==> src/turfio_config.svh <==
`ifndef TURFIO_CONFIG_SVH
`define TURFIO_CONFIG_SVH

// Ident word, ASCII "TFIO"
`define TIO_IDENT 32'h5446494F

// Firmware date code and version fields
`define TIO_FW_DATE 16'h0000
`define TIO_FW_VERSION {4'd0, 4'd0, 8'd36}
`define TIO_DATEVERSION {`TIO_FW_DATE, `TIO_FW_VERSION}

// Region map, 4 KB per region
`define TIO_REGION_ID 10'd0
// Read value for accesses that hit no region
`define TIO_UNMAPPED_DATA 32'hBADADD00

// Sync period is 2**4 = 16 cycles
`define TIO_SYNC_PERIOD_BITS 4

// Register word offsets in the ID/control region
`define TIO_REG_IDENT 10'd0
`define TIO_REG_VERSION 10'd1
`define TIO_REG_CTRL 10'd2
`define TIO_REG_STATUS 10'd3
`define TIO_REG_OFFSETS 10'd4
`define TIO_REG_COUNT_LO 10'd5
`define TIO_REG_COUNT_HI 10'd6
`define TIO_REG_TRIG 10'd7

`endif

==> src/turfio_pkg.sv <==
package turfio_pkg;

    // Bus widths
    // Byte address, 32-bit words
    typedef logic [21:0] wb_adr_t;
    typedef logic [31:0] wb_dat_t;
    // Word index inside one 4 KB region
    typedef logic [9:0] reg_adr_t;

    // TURF command path
    typedef logic [31:0] cmd_word_t;
    typedef logic [14:0] trig_time_t;

    // Sync and clock alignment
    typedef logic [7:0] offset_t;
    typedef logic [47:0] clk_count_t;

    // Command type field, bits 31:30 of the command word
    typedef enum logic [1:0] {
        cmd_none = 2'd0,
        cmd_sync = 2'd1,
        cmd_pps  = 2'd2,
        cmd_trig = 2'd3
    } cmd_kind_t;

endpackage

==> src/turfio_intercon.sv <==
`timescale 1ns/10ps
`include "turfio_config.svh"

module turfio_intercon (
    input  logic                 wb_clk_i,
    input  logic                 rst_i,
    // Master side
    input  logic                 wb_cyc_i,
    input  logic                 wb_stb_i,
    input  logic                 wb_we_i,
    input  turfio_pkg::wb_adr_t  wb_adr_i,
    input  turfio_pkg::wb_dat_t  wb_dat_i,
    output turfio_pkg::wb_dat_t  wb_dat_o,
    output logic                 wb_ack_o,
    // ID/control slave side
    output logic                 id_stb_o,
    output logic                 id_we_o,
    output turfio_pkg::reg_adr_t id_adr_o,
    output turfio_pkg::wb_dat_t  id_dat_o,
    input  turfio_pkg::wb_dat_t  id_dat_i,
    input  logic                 id_ack_i
);

    ////////////////////////////////////////////////////////////
    // Region decode
    ////////////////////////////////////////////////////////////

    // Region field is address bits 21:12
    logic       id_hit;
    logic       unmap_req;
    logic       unmap_ack;

    assign id_hit    = (wb_adr_i[21:12] == `TIO_REGION_ID);
    assign unmap_req = wb_cyc_i & wb_stb_i & ~id_hit;

    // Strobe only reaches the register block on a hit
    assign id_stb_o = wb_cyc_i & wb_stb_i & id_hit;
    assign id_we_o  = wb_we_i;
    // Word index, bits 11:2
    assign id_adr_o = wb_adr_i[11:2];
    assign id_dat_o = wb_dat_i;

    ////////////////////////////////////////////////////////////
    // Unmapped responder
    ////////////////////////////////////////////////////////////

    // Single-cycle ack, same timing as the slave
    // Writes here go nowhere
    always_ff @(posedge wb_clk_i) begin
        if (rst_i) begin
            unmap_ack <= 1'b0;
        end else begin
            unmap_ack <= unmap_req & ~unmap_ack;
        end
    end

    // Merge responses back to the master
    assign wb_ack_o = id_ack_i | unmap_ack;
    assign wb_dat_o = unmap_ack ? `TIO_UNMAPPED_DATA : id_dat_i;

endmodule

==> src/tio_id_ctrl.sv <==
`timescale 1ns/10ps
`include "turfio_config.svh"

module tio_id_ctrl (
    input  logic                   wb_clk_i,
    input  logic                   rst_i,
    // Region slave port
    input  logic                   wb_stb_i,
    input  logic                   wb_we_i,
    input  turfio_pkg::reg_adr_t   wb_adr_i,
    input  turfio_pkg::wb_dat_t    wb_dat_i,
    output turfio_pkg::wb_dat_t    wb_dat_o,
    output logic                   wb_ack_o,
    // Board status inputs
    input  logic [1:0]             crate_conf_i,
    input  logic                   i2c_rdy_i,
    // Board control outputs
    output logic                   enable_crate_o,
    output logic                   enable_3v3_o,
    // Sync counter control
    output logic                   en_ext_sync_o,
    output turfio_pkg::offset_t    sync_offset_o,
    output turfio_pkg::offset_t    clock_offset_o,
    input  turfio_pkg::clk_count_t count_i,
    // Trigger time from decoder
    input  turfio_pkg::trig_time_t trig_time_i,
    input  logic                   trig_valid_i
);

    // Access accepted this cycle, one per transaction
    logic                   access;
    logic                   wr_en;
    turfio_pkg::wb_dat_t    rd_data;
    // Upper count bits, frozen by a COUNT_LO read
    logic [15:0]            count_hi_q;
    turfio_pkg::trig_time_t trig_time_q;
    logic                   trig_seen_q;

    assign access = wb_stb_i & ~wb_ack_o;
    assign wr_en  = access & wb_we_i;

    ////////////////////////////////////////////////////////////
    // Bus handshake and read path
    ////////////////////////////////////////////////////////////

    always_ff @(posedge wb_clk_i) begin
        if (rst_i) begin
            wb_ack_o <= 1'b0;
        end else begin
            wb_ack_o <= access;
        end
    end

    // Read mux
    always_comb begin
        case (wb_adr_i)
            `TIO_REG_IDENT:    rd_data = `TIO_IDENT;
            `TIO_REG_VERSION:  rd_data = `TIO_DATEVERSION;
            `TIO_REG_CTRL:     rd_data = {29'd0, en_ext_sync_o, enable_3v3_o, enable_crate_o};
            `TIO_REG_STATUS:   rd_data = {29'd0, i2c_rdy_i, crate_conf_i};
            `TIO_REG_OFFSETS:  rd_data = {16'd0, clock_offset_o, sync_offset_o};
            `TIO_REG_COUNT_LO: rd_data = count_i[31:0];
            `TIO_REG_COUNT_HI: rd_data = {16'd0, count_hi_q};
            `TIO_REG_TRIG:     rd_data = {trig_seen_q, 16'd0, trig_time_q};
            default:           rd_data = 32'd0;
        endcase
    end

    // Read data lines up with ack
    always_ff @(posedge wb_clk_i) begin
        if (access) begin
            wb_dat_o <= rd_data;
        end
        // Snapshot top of count with the low word
        if (access && !wb_we_i && wb_adr_i == `TIO_REG_COUNT_LO) begin
            count_hi_q <= count_i[47:32];
        end
    end

    ////////////////////////////////////////////////////////////
    // Control registers
    ////////////////////////////////////////////////////////////

    always_ff @(posedge wb_clk_i) begin
        if (rst_i) begin
            enable_crate_o <= 1'b0;
            enable_3v3_o   <= 1'b0;
            en_ext_sync_o  <= 1'b0;
            sync_offset_o  <= '0;
            clock_offset_o <= '0;
        end else if (wr_en) begin
            // Read-only and unlisted words drop writes
            case (wb_adr_i)
                `TIO_REG_CTRL: begin
                    enable_crate_o <= wb_dat_i[0];
                    enable_3v3_o   <= wb_dat_i[1];
                    en_ext_sync_o  <= wb_dat_i[2];
                end
                `TIO_REG_OFFSETS: begin
                    sync_offset_o  <= wb_dat_i[7:0];
                    clock_offset_o <= wb_dat_i[15:8];
                end
                default: ;
            endcase
        end
    end

    // Last trigger time, bit 31 flags any trigger seen
    always_ff @(posedge wb_clk_i) begin
        if (rst_i) begin
            trig_time_q <= '0;
            trig_seen_q <= 1'b0;
        end else if (trig_valid_i) begin
            trig_time_q <= trig_time_i;
            trig_seen_q <= 1'b1;
        end
    end

endmodule

==> src/pueo_command_decoder.sv <==
`timescale 1ns/10ps

module pueo_command_decoder (
    input  logic                   wb_clk_i,
    input  logic                   rst_i,
    // TURF command word and qualifier
    input  turfio_pkg::cmd_word_t  command_i,
    input  logic                   command_valid_i,
    // One-cycle event pulses
    output logic                   sync_req_o,
    output logic                   pps_o,
    output logic                   trig_valid_o,
    output turfio_pkg::trig_time_t trig_time_o
);

    // Type field lives in the top two bits
    turfio_pkg::cmd_kind_t kind;

    assign kind = turfio_pkg::cmd_kind_t'(command_i[31:30]);

    // Pulses land one cycle after the valid word
    // A new word can arrive every cycle
    always_ff @(posedge wb_clk_i) begin
        if (rst_i) begin
            sync_req_o   <= 1'b0;
            pps_o        <= 1'b0;
            trig_valid_o <= 1'b0;
        end else begin
            sync_req_o   <= command_valid_i && (kind == turfio_pkg::cmd_sync);
            pps_o        <= command_valid_i && (kind == turfio_pkg::cmd_pps);
            trig_valid_o <= command_valid_i && (kind == turfio_pkg::cmd_trig);
        end
    end

    // Trigger time, bits 14:0, qualified by trig_valid_o
    always_ff @(posedge wb_clk_i) begin
        if (command_valid_i && kind == turfio_pkg::cmd_trig) begin
            trig_time_o <= command_i[14:0];
        end
    end

endmodule

==> src/turfio_sync_count.sv <==
`timescale 1ns/10ps
`include "turfio_config.svh"

module turfio_sync_count (
    input  logic                   wb_clk_i,
    input  logic                   rst_i,
    // Sync request from the command decoder
    input  logic                   sync_req_i,
    input  logic                   en_ext_sync_i,
    // Alignment settings
    input  turfio_pkg::offset_t    sync_offset_i,
    input  turfio_pkg::offset_t    clock_offset_i,
    // Free-running count and sync pulse
    output turfio_pkg::clk_count_t count_o,
    output logic                   sync_o
);

    // Position inside the 16-cycle period
    logic [`TIO_SYNC_PERIOD_BITS-1:0] phase_q;
    logic                             realign;

    // External sync only counts when enabled
    assign realign = sync_req_i & en_ext_sync_i;

    ////////////////////////////////////////////////////////////
    // Phase and clock counters
    ////////////////////////////////////////////////////////////

    always_ff @(posedge wb_clk_i) begin
        if (rst_i) begin
            phase_q <= '0;
            count_o <= '0;
        end else if (realign) begin
            // Restart period, count jumps to the offset
            phase_q <= '0;
            count_o <= {40'd0, clock_offset_i};
        end else begin
            // Phase wraps every period
            phase_q <= phase_q + 1'b1;
            count_o <= count_o + 48'd1;
        end
    end

    // Sync lands where phase meets the low offset bits
    assign sync_o = (phase_q == sync_offset_i[`TIO_SYNC_PERIOD_BITS-1:0]);

endmodule

==> src/pueo_turfio.sv <==
`timescale 1ns/10ps

module pueo_turfio (
    input  logic                  wb_clk_i,
    input  logic                  rst_i,
    // Debug master bus
    input  logic                  wb_cyc_i,
    input  logic                  wb_stb_i,
    input  logic                  wb_we_i,
    input  turfio_pkg::wb_adr_t   wb_adr_i,
    input  turfio_pkg::wb_dat_t   wb_dat_i,
    output turfio_pkg::wb_dat_t   wb_dat_o,
    output logic                  wb_ack_o,
    // TURF command path
    input  turfio_pkg::cmd_word_t command_i,
    input  logic                  command_valid_i,
    // Board I/O
    input  logic [1:0]            crate_conf_i,
    input  logic                  i2c_rdy_i,
    output logic                  enable_crate_o,
    output logic                  enable_3v3_o,
    output logic                  sync_o,
    output logic                  pps_o
);

    // Interconnect to ID/control region
    logic                   id_stb;
    logic                   id_we;
    turfio_pkg::reg_adr_t   id_adr;
    turfio_pkg::wb_dat_t    id_dat_wr;
    turfio_pkg::wb_dat_t    id_dat_rd;
    logic                   id_ack;
    // Sync counter control and count
    logic                   en_ext_sync;
    turfio_pkg::offset_t    sync_offset;
    turfio_pkg::offset_t    clock_offset;
    turfio_pkg::clk_count_t sysclk_count;
    // Decoder events
    logic                   sync_req;
    logic                   trig_valid;
    turfio_pkg::trig_time_t trig_time;

    turfio_intercon u_intercon (
        .wb_clk_i (wb_clk_i),
        .rst_i    (rst_i),
        .wb_cyc_i (wb_cyc_i),
        .wb_stb_i (wb_stb_i),
        .wb_we_i  (wb_we_i),
        .wb_adr_i (wb_adr_i),
        .wb_dat_i (wb_dat_i),
        .wb_dat_o (wb_dat_o),
        .wb_ack_o (wb_ack_o),
        .id_stb_o (id_stb),
        .id_we_o  (id_we),
        .id_adr_o (id_adr),
        .id_dat_o (id_dat_wr),
        .id_dat_i (id_dat_rd),
        .id_ack_i (id_ack)
    );

    // Identification and control registers
    tio_id_ctrl u_id_ctrl (
        .wb_clk_i       (wb_clk_i),
        .rst_i          (rst_i),
        .wb_stb_i       (id_stb),
        .wb_we_i        (id_we),
        .wb_adr_i       (id_adr),
        .wb_dat_i       (id_dat_wr),
        .wb_dat_o       (id_dat_rd),
        .wb_ack_o       (id_ack),
        .crate_conf_i   (crate_conf_i),
        .i2c_rdy_i      (i2c_rdy_i),
        .enable_crate_o (enable_crate_o),
        .enable_3v3_o   (enable_3v3_o),
        .en_ext_sync_o  (en_ext_sync),
        .sync_offset_o  (sync_offset),
        .clock_offset_o (clock_offset),
        .count_i        (sysclk_count),
        .trig_time_i    (trig_time),
        .trig_valid_i   (trig_valid)
    );

    pueo_command_decoder u_decoder (
        .wb_clk_i        (wb_clk_i),
        .rst_i           (rst_i),
        .command_i       (command_i),
        .command_valid_i (command_valid_i),
        .sync_req_o      (sync_req),
        .pps_o           (pps_o),
        .trig_valid_o    (trig_valid),
        .trig_time_o     (trig_time)
    );

    // Sync phase and system clock count
    turfio_sync_count u_synccount (
        .wb_clk_i       (wb_clk_i),
        .rst_i          (rst_i),
        .sync_req_i     (sync_req),
        .en_ext_sync_i  (en_ext_sync),
        .sync_offset_i  (sync_offset),
        .clock_offset_i (clock_offset),
        .count_o        (sysclk_count),
        .sync_o         (sync_o)
    );

endmodule

==> config.mk <==
export PLATFORM = sky130hd
export DESIGN_NAME = pueo_turfio
export DESIGN_NICKNAME = d
export VERILOG_FILES = /design/src/turfio_pkg.sv /design/src/turfio_intercon.sv /design/src/tio_id_ctrl.sv /design/src/pueo_command_decoder.sv /design/src/turfio_sync_count.sv /design/src/pueo_turfio.sv
export VERILOG_INCLUDE_DIRS = /design/src
export SDC_FILE = /design/constraint.sdc
export NUM_CORES = 1
export LEC_CHECK = 0
export ABC_AREA = 1
export BUFFER_PORTS_ARGS = -buffer_cell sky130_fd_sc_hd__buf_2
export CORE_ASPECT_RATIO = 1.4
export CORE_MARGIN = 2
export CORE_UTILIZATION = 30
export CTS_BUF_LIST = sky130_fd_sc_hd__clkbuf_2 sky130_fd_sc_hd__clkbuf_4 sky130_fd_sc_hd__clkbuf_8
export DETAILED_ROUTE_END_ITERATION = 8
export PLACE_DENSITY = 0.53
export SLEW_MARGIN = 40
export SYNTH_ARGS = -nofsm -noshare
export SYNTH_HDL_FRONTEND = slang
export SYNTH_SLANG_ARGS = --single-unit
==> constraint.sdc <==
create_clock -name wb_clk_i -period 7.8 [get_ports wb_clk_i]
set_input_delay 0.78 -clock wb_clk_i [delete_from_list [all_inputs] [get_ports wb_clk_i]]
set_output_delay 0.78 -clock wb_clk_i [all_outputs]
set_load 0.02 [all_outputs]
==> results.sh, run 1 <==
export IMPL_status="completed"
export IMPL_diodes=0
export IMPL_grt_max_degree=53
export IMPL_synth_edff_count=63
export IMPL_skew_ns=0.0133
export IMPL_rsz0062_at_grt="no"
export IMPL_clk_path_buf_depth=2
export IMPL_p_seq_frac=0.537
export IMPL_antenna_found_initial=0
export IMPL_grt_pass1_vias=6249
export IMPL_overflow=0
export IMPL_finalCriticalPeriod_ns=2.44
export IMPL_fin_setup_tns_ns=0
export IMPL_initial_core_util=0.305
export IMPL_final_cells=1380
export IMPL_worst_pin_slew_ns=0.739
export IMPL_ant_nets=0
export IMPL_critPathSlowestCell="dfxtp_1"
export IMPL_firstDrtPassIters=5
export IMPL_grt_use_met1=0.193
export IMPL_cp_start_kind="flip-flop"
export IMPL_place_gp_congestion=0.875
export IMPL_power_density_nw_per_um2=182
export IMPL_holdBufCountCts=0
export IMPL_min_to="u_id_ctrl.count_hi_q[15]"
export IMPL_yosys_area_top_type="edfxtp_1"
export IMPL_utilization=0.355
export IMPL_critPathKind="reg2out"
export IMPL_p_sw_uw=361
export IMPL_end_kind="output pin"
export IMPL_slew_viol_final=0
export IMPL_postSynth_asyncResetShare=0
export IMPL_dpl_cell_count=1348
export IMPL_grt_total_usage=0.171
export IMPL_layout_drive_gt1_share=0.188
export IMPL_synthesis_area_um2=7500
export IMPL_drt_initial_drc_count=350
export IMPL_switching_share=0.226
export IMPL_timing_rr_end="u_id_ctrl.count_hi_q[1]"
export IMPL_startpoint="u_id_ctrl.sync_offset_o[1]"
export IMPL_slew_headroom=0.507
export IMPL_critPathRequiredTime_ns=7.02
export IMPL_yosysWarnings=0
export IMPL_wire_per_inst_um=16.0
export IMPL_dieWidth_um=138
export IMPL_fin_crit_sh=0.313
export IMPL_comb_power_share=0.044
export IMPL_vdd_drop_max_uv=80.5
export IMPL_rr_worst_depth=7
export IMPL_htreeDepth=4
export IMPL_core_area_um2=24600
export IMPL_r2r_setup_slack_ns=5.51
export IMPL_clk_pin_slew_worst_paths_ns=0.09
export IMPL_cts_buffers_inserted=17
export IMPL_synth_seq_area_share=0.498
export IMPL_cts_resized=0
export IMPL_pwr_share_clk=0.418
export IMPL_synth_cell_type_count=35
export IMPL_rr_startpoint="u_id_ctrl.wb_ack_o"
export IMPL_die_h_um=191
export IMPL_placementRows=68
export IMPL_netlist_instances=960
export IMPL_cts_setup_buffers=0
export IMPL_pin_count=132
export IMPL_final_nets=1149
export IMPL_drc=0
export IMPL_hold_viol=0
export IMPL_hold_start="u_synccount.count_o[47]"
export IMPL_use_met3=0.0355
export IMPL_clk_latency_ns=0.48
export IMPL_synth_top_area_frac=0.252
export IMPL_maxCapViolations=0
export IMPL_min_path_cells=0
export IMPL_min_path_type="reg2reg"
export IMPL_ys_ff_latch=155
export IMPL_timing_critical_path_buf_inv=1
export IMPL_synth_ff_type="dfxtp_1"
export IMPL_cts_tree="yes"
export IMPL_critPathArrivalTime_ns=1.66
export IMPL_numClockSinks=155
export IMPL_via_per_inst=4.73
export IMPL_crit_path_cell_trace="or2_2 > a221oi_1 > buf_2"
export IMPL_grt_first_pass_wirelength_mm=33.5
export IMPL_cts_root_buf="clkbuf_8"
export IMPL_fmaxAchievable_mhz=410
export IMPL_syn_to_final_growth_pct=16.4
export IMPL_syn_num_nets=1057
export IMPL_vias=6526
export IMPL_cpLargestDelayFamily="flip-flops"
export IMPL_p_leak_nw=3.33
export IMPL_drt_total_wl_mm=22.1
export IMPL_die_area_um2=26300
export IMPL_dp_hpwl_mm=17.1
export IMPL_setup_viol=0
export IMPL_synth_avg_cell_area_um2=7.81
export IMPL_ys_top_cells_by_area="edfxtp_1, dfxtp_1, nor2_1"
export IMPL_port_buffers=98
export IMPL_cpPeakStageDelay_ns=0.35
export IMPL_hold_slack_ns=0.461
export IMPL_path_max_fanout=4
export IMPL_intPower_mw=1.23
export IMPL_top_usage_layer="met2"
export IMPL_use_met2=0.302
-- metrics by stage --
| step | area [um^2] | power [mW] | setup slack, ns |
|---|---|---|---|
| after CTS | 8730 | 1.61 | 5.30 |
| final | 8730 | 1.59 | 5.36 |
| after global routing | 8730 | 1.65 | 5.23 |
| after detailed placement | 8310 | 0.946 | 4.86 |
| after floorplan | 7500 | 0.912 | 4.41 |
| after global placement | 8290 | 0.945 | 4.67 |
-- how the worst max path moves through the flow --
stage	cells after the start	end
after CTS	3	sync_o
final	3	sync_o
after floorplan	7	u_id_ctrl.count_hi_q[0]
after global placement	8	u_id_ctrl.count_hi_q[4]
after global routing	8	u_id_ctrl.count_hi_q[13]
after detailed placement	9	u_id_ctrl.count_hi_q[5]
-- layer usage --
layer	vias to the layer above	part of all wire
met2	156	0.50
met3	42	0.038
li1	3309	-
met1	3019	0.41
met5	-	0
met4	0	0.045
-- final cells by class --
type                       count  area [um^2]
clock buffer                  20          256
clock inverter                12          171
fill                        2601        15900
inverter                      98          370
multi-input combinational    678         3280
sequential                   155         3730
tap                          315          394
timing repair buffer         102          524
-- cell usage after synthesis (11+ instances only) --
master    count
buf_2        15
nor2_1      211
o21ai_0      30
dfxtp_1      92
nand2_1     189
nand3_1      71
edfxtp_1     63
a21oi_1      38
nand4_1      47
or2_2        19
clkbuf_1     11
nor2_4       11
inv_1        89
-- cell usage in the layout (no fill, tap or decap), drive strengths merged --
cell,count
o21ai,36
edfxtp,63
clkbuf,20
and2,1
a21oi,38
nor2,235
nor3,4
inv,99
or2,19
nand4,47
nand2,196
nor4,1
nand3b,2
o211ai,6
clkinvlp,1
a221oi,1
buf,102
ha,2
bufinv,4
xnor2,10
xor2,6
clkinv,6
dfxtp,92
nand3,74
-- power groups by stage --
stage	clock, mW	sequential, mW	combinational, mW
detailed placement	0	0.875	0.0711
finish	0.666	0.856	0.0705
global route	0.712	0.857	0.0793
CTS	0.681	0.856	0.0716
floorplan	0	0.871	0.0418
global placement	0	0.875	0.0703
-- flip-flops by register name (all words and copies together) (netlist names) --
name                      flops
u_id_ctrl.trig_seen_q         1
u_intercon.unmap_ack          1
u_id_ctrl.clock_offset_o      8
u_id_ctrl.sync_offset_o       8
u_decoder.pps_o               1
u_id_ctrl.enable_3v3_o        1
u_decoder.sync_req_o          1
u_decoder.trig_valid_o        1
u_id_ctrl.wb_ack_o            1
u_id_ctrl.enable_crate_o      1
u_id_ctrl.en_ext_sync_o       1
u_synccount.phase_q           4
u_id_ctrl.wb_dat_o           32
u_synccount.count_o          48
u_id_ctrl.trig_time_q        15
u_id_ctrl.count_hi_q         16
u_decoder.trig_time_o        15
-- worst register-to-register path, delay by kind of cell (launching register included) --
family                 cells  cell delay, ns
flip-flops                 1            0.32
AND/OR/NAND/NOR            3            0.68
buffers and inverters      4            0.99
-- logic make-up after synthesis --
group           after synthesis  share of synthesized area
simple gates                579                      0.356
flops                       155                      0.498
buf+inv                     127                     0.0674
compound gates               81                     0.0565
xor+xnor                     16                     0.0187
fa+ha+maj                     2                    0.00334
(Power assumes the default switching activity.)
==> run 2, diff against run 1 <==
--- a/config.mk
+++ b/config.mk
@@ -6,14 +6,14 @@
 export SDC_FILE = /design/constraint.sdc
 export NUM_CORES = 1
 export LEC_CHECK = 0
-export ABC_AREA = 1
+export ABC_AREA = 0
 export BUFFER_PORTS_ARGS = -buffer_cell sky130_fd_sc_hd__buf_2
 export CORE_ASPECT_RATIO = 1.4
 export CORE_MARGIN = 2
 export CORE_UTILIZATION = 30
 export CTS_BUF_LIST = sky130_fd_sc_hd__clkbuf_2 sky130_fd_sc_hd__clkbuf_4 sky130_fd_sc_hd__clkbuf_8
 export DETAILED_ROUTE_END_ITERATION = 8
-export PLACE_DENSITY = 0.53
+export PLACE_DENSITY = 0.55
 export SLEW_MARGIN = 40
 export SYNTH_ARGS = -nofsm -noshare
 export SYNTH_HDL_FRONTEND = slang
==> constraint.sdc (replaced) <==
create_clock -name wb_clk_i -period 2.2 [get_ports wb_clk_i]
set_input_delay 0.22 -clock wb_clk_i [delete_from_list [all_inputs] [get_ports wb_clk_i]]
set_output_delay 0.22 -clock wb_clk_i [all_outputs]
set_load 0.02 [all_outputs]
==> results.sh, run 2 <==
export IMPL_status="completed"
export IMPL_synth_adder_area_share=0.00376
export IMPL_numClockSinks=155
export IMPL_overflow=0
export IMPL_p_total_mw=5.38
export IMPL_dpl_cell_count=1022
export IMPL_via_per_inst=4.73
export IMPL_setup_viol=0
export IMPL_critPathKind="reg2reg"
export IMPL_slew_headroom=0.526
export IMPL_ys_top_cells_by_area="edfxtp_1, dfxtp_1, mux2i_1"
export IMPL_synthesis_area_um2=6650
export IMPL_final_cell_mix="buf_2, dfxtp_1, nor2_1"
export IMPL_fin_crit_sh=0.888
export IMPL_intPower_mw=4.07
export IMPL_finalCriticalPeriod_ns=1.95
export IMPL_synth_top_area_frac=0.284
export IMPL_power_density_nw_per_um2=646
export IMPL_ant_nets=0
export IMPL_regMostFlops="u_synccount.count_o"
export IMPL_port_buffers=98
export IMPL_place_gp_congestion=0.850
export IMPL_critPathRequiredTime_ns=2.56
export IMPL_top_layer="met4"
export IMPL_synth_compound_area_frac=0.103
export IMPL_diodes=0
export IMPL_fin_setup_tns_ns=0
export IMPL_end_kind="flip-flop"
export IMPL_antenna_found_initial=0
export IMPL_hold_slack_ns=0.0251
export IMPL_syn_num_nets=719
export IMPL_synth_seq_area_share=0.561
export IMPL_grt_max_degree=47
export IMPL_final_nets=864
export IMPL_hold_start="wb_dat_i[3]"
export IMPL_clk_path_buf_depth=2
export IMPL_cp_start_kind="flip-flop"
export IMPL_postSynth_asyncResetShare=0
export IMPL_path_max_fanout=6
export IMPL_die_area_um2=23400
export IMPL_dr_wl_met2_mm=8.32
export IMPL_yosys_cell_count_top_type="dfxtp_1"
export IMPL_placementRows=64
export IMPL_largest_reg_flops=48
export IMPL_hold_viol=0
export IMPL_comb_power_share=0.047
export IMPL_switching_share=0.243
export IMPL_cts_tree="yes"
export IMPL_synth_ff_type="dfxtp_1"
export IMPL_synth_cell_type_count=51
export IMPL_yosys_area_top_type="edfxtp_1"
export IMPL_slew_viol_final=0
export IMPL_rsz0062_at_grt="no"
export IMPL_cts_root_buf="clkbuf_8"
export IMPL_grt_first_pass_wirelength_mm=26.9
export IMPL_synthSimpleGateAreaFrac=0.208
export IMPL_synth_edff_count=63
export IMPL_dpl_worst_slack_ns=0.225
export IMPL_clk_latency_ns=0.44
export IMPL_rr_startpoint="u_synccount.count_o[2]"
export IMPL_rr_worst_depth=5
export IMPL_p_seq_frac=0.562
export IMPL_r2r_setup_slack_ns=0.25
export IMPL_synth_avg_cell_area_um2=10.7
export IMPL_htreeDepth=4
export IMPL_min_to="u_id_ctrl.sync_offset_o[3]"
export IMPL_p_leak_nw=3.28
export IMPL_cpPeakStageDelay_ns=0.47
export IMPL_syn_to_final_growth_pct=25.2
export IMPL_setup_slack_ns=0.245
export IMPL_dieWidth_um=130
export IMPL_timing_rr_end="u_synccount.count_o[45]"
export IMPL_layout_drive_gt1_share=0.256
export IMPL_wl_met1_mm=7.34
export IMPL_worst_pin_slew_ns=0.711
export IMPL_critPathSlowestCell="or4_1"
export IMPL_final_common_cell="buf_2"
export IMPL_wire_per_inst_um=15.4
export IMPL_fmaxAchievable_mhz=512
export IMPL_synth_xor_area_frac=0.0408
export IMPL_cpLargestDelayFamily="simple AND/OR/NAND/NOR gates"
export IMPL_crit_path_cell_trace="nand4_1 > nor2_1 > nand4_1 > or4_1 > a21oi_1"
export IMPL_min_path_type="in2reg"
export IMPL_core_area_um2=21800
export IMPL_min_path_cells=3
export IMPL_nFillCells=2242
export IMPL_dp_hpwl_mm=12.3
export IMPL_drt_total_wl_mm=16.6
export IMPL_ys_ff_latch=155
export IMPL_die_h_um=180
export IMPL_yosysWarnings=0
export IMPL_vias=5098
export IMPL_vdd_drop_max_uv=306
export IMPL_critPathArrivalTime_ns=2.32
export IMPL_dr_wl_met3_um=645
export IMPL_grt_total_usage=0.148
export IMPL_skew_ns=0.0186
export IMPL_timing_critical_path_buf_inv=0
export IMPL_top_regs="u_synccount.count_o (48), u_id_ctrl.wb_dat_o (32), u_id_ctrl.count_hi_q (16)"
export IMPL_synth_commonest_cells="dfxtp_1, nor2_1, edfxtp_1, mux2i_1, nand2_1"
export IMPL_cts_setup_buffers=0
export IMPL_p_sw_mw=1.31
export IMPL_final_cells=1077
export IMPL_synth_top_family_by_area="simple AND/OR/NAND/NOR gates"
export IMPL_firstDrtPassIters=4
export IMPL_clk_pin_slew_worst_paths_ns=0.10
export IMPL_drc=0
export IMPL_pwr_share_clk=0.391
export IMPL_cts_buffers_inserted=17
export IMPL_initial_core_util=0.305
export IMPL_drt_initial_drc_count=374
export IMPL_netlist_instances=622
export IMPL_pin_count=132
export IMPL_maxCapViolations=0
export IMPL_cpMostUsedCell="nand4_1"
export IMPL_synthMuxAreaShare=0.0576
export IMPL_grt_pass1_vias=4974
## run 2: cell types whose count changed in the layout (fill, tap and decap cells not counted), sizes merged, moves of 17 or more
cell	previous run	this run
and3	0	17
mux2i	0	36
buf	102	136
xor2	6	25
nor2	235	86
nor2b	0	19
a22oi	0	24
inv	99	12
nand2	196	28
a21oi	38	18
dlygate4sd3	0	23
nand4	47	23
nand3	74	20
## run 2: stage by stage
step                      cell area [um^2]  utilization
after detailed placement              7710        0.354
after CTS                             8320        0.382
after global routing                  8320        0.382
after global placement                7710        0.354
final                                 8320        0.382
after floorplan                       6670            -
## run 2: cell families (layout without fill, tap and decap cells)
| kind of cell | after synthesis | in the layout |
|---|---|---|
| AO/OA/AOI/OAI | 102 | 102 |
| XOR/XNOR | 31 | 31 |
| adder cells (fa/ha/maj) | 2 | 2 |
| buffers and inverters | 39 | 197 |
| flip-flops | 155 | 155 |
| multiplexers | 37 | 37 |
| AND/OR/NAND/NOR | 256 | 256 |
## run 2: metal layers
metal | vias up | GRT usage
met5 | - | 0
met4 | 0 | 0.0538
met3 | 17 | 0.0264
met2 | 101 | 0.247
met1 | 2415 | 0.189
li1 | 2565 | -
## run 2: power by group through the flow
stage	logic, mW	clock network (mW)	registers (mW)
2_1_floorplan	0.114	0	3.08
3_3_place_gp	0.225	0	3.09
3_5_place_dp	0.226	0	3.09
4_1_cts	0.258	2.16	3.02
5_1_grt	0.282	2.27	3.03
6_report	0.253	2.10	3.02
## run 2: timing repair
action                                  4_1_cts  5_1_grt
gates resized for setup                       0        1
endpoints found under the setup margin        0        1
hold endpoints to repair                     24        0
hold buffers                                 23        0
## run 2: cell type report
cell class,count,area [um^2],share of cell area
clock inverters,13,131,0.0158
inverters,6,22.5,0.00271
clock buffers,19,249,0.0299
repair buffers,159,1060,0.127
well taps,297,372,0.0446
multi-input cells,428,2760,0.332
flip-flops and latches,155,3730,0.449
## run 2: worst max-delay path by stage
stage | start | end | slack (ns) | depth (start not counted)
floorplan | wb_adr_i[17] | u_id_ctrl.wb_dat_o[0] | 0.33 | 4
global placement | u_synccount.count_o[26] | u_synccount.count_o[45] | 0.26 | 6
detailed placement | u_synccount.count_o[26] | u_synccount.count_o[45] | 0.23 | 6
CTS | u_synccount.count_o[26] | u_synccount.count_o[45] | 0.18 | 6
global route | u_synccount.count_o[0] | u_synccount.count_o[45] | 0.02 | 5
finish | u_synccount.count_o[2] | u_synccount.count_o[45] | 0.25 | 5
## run 2: worst min-delay path: stages
cell and delay [ns]:
buf_2 0.08, mux2i_1 0.05, nor2_1 0.07
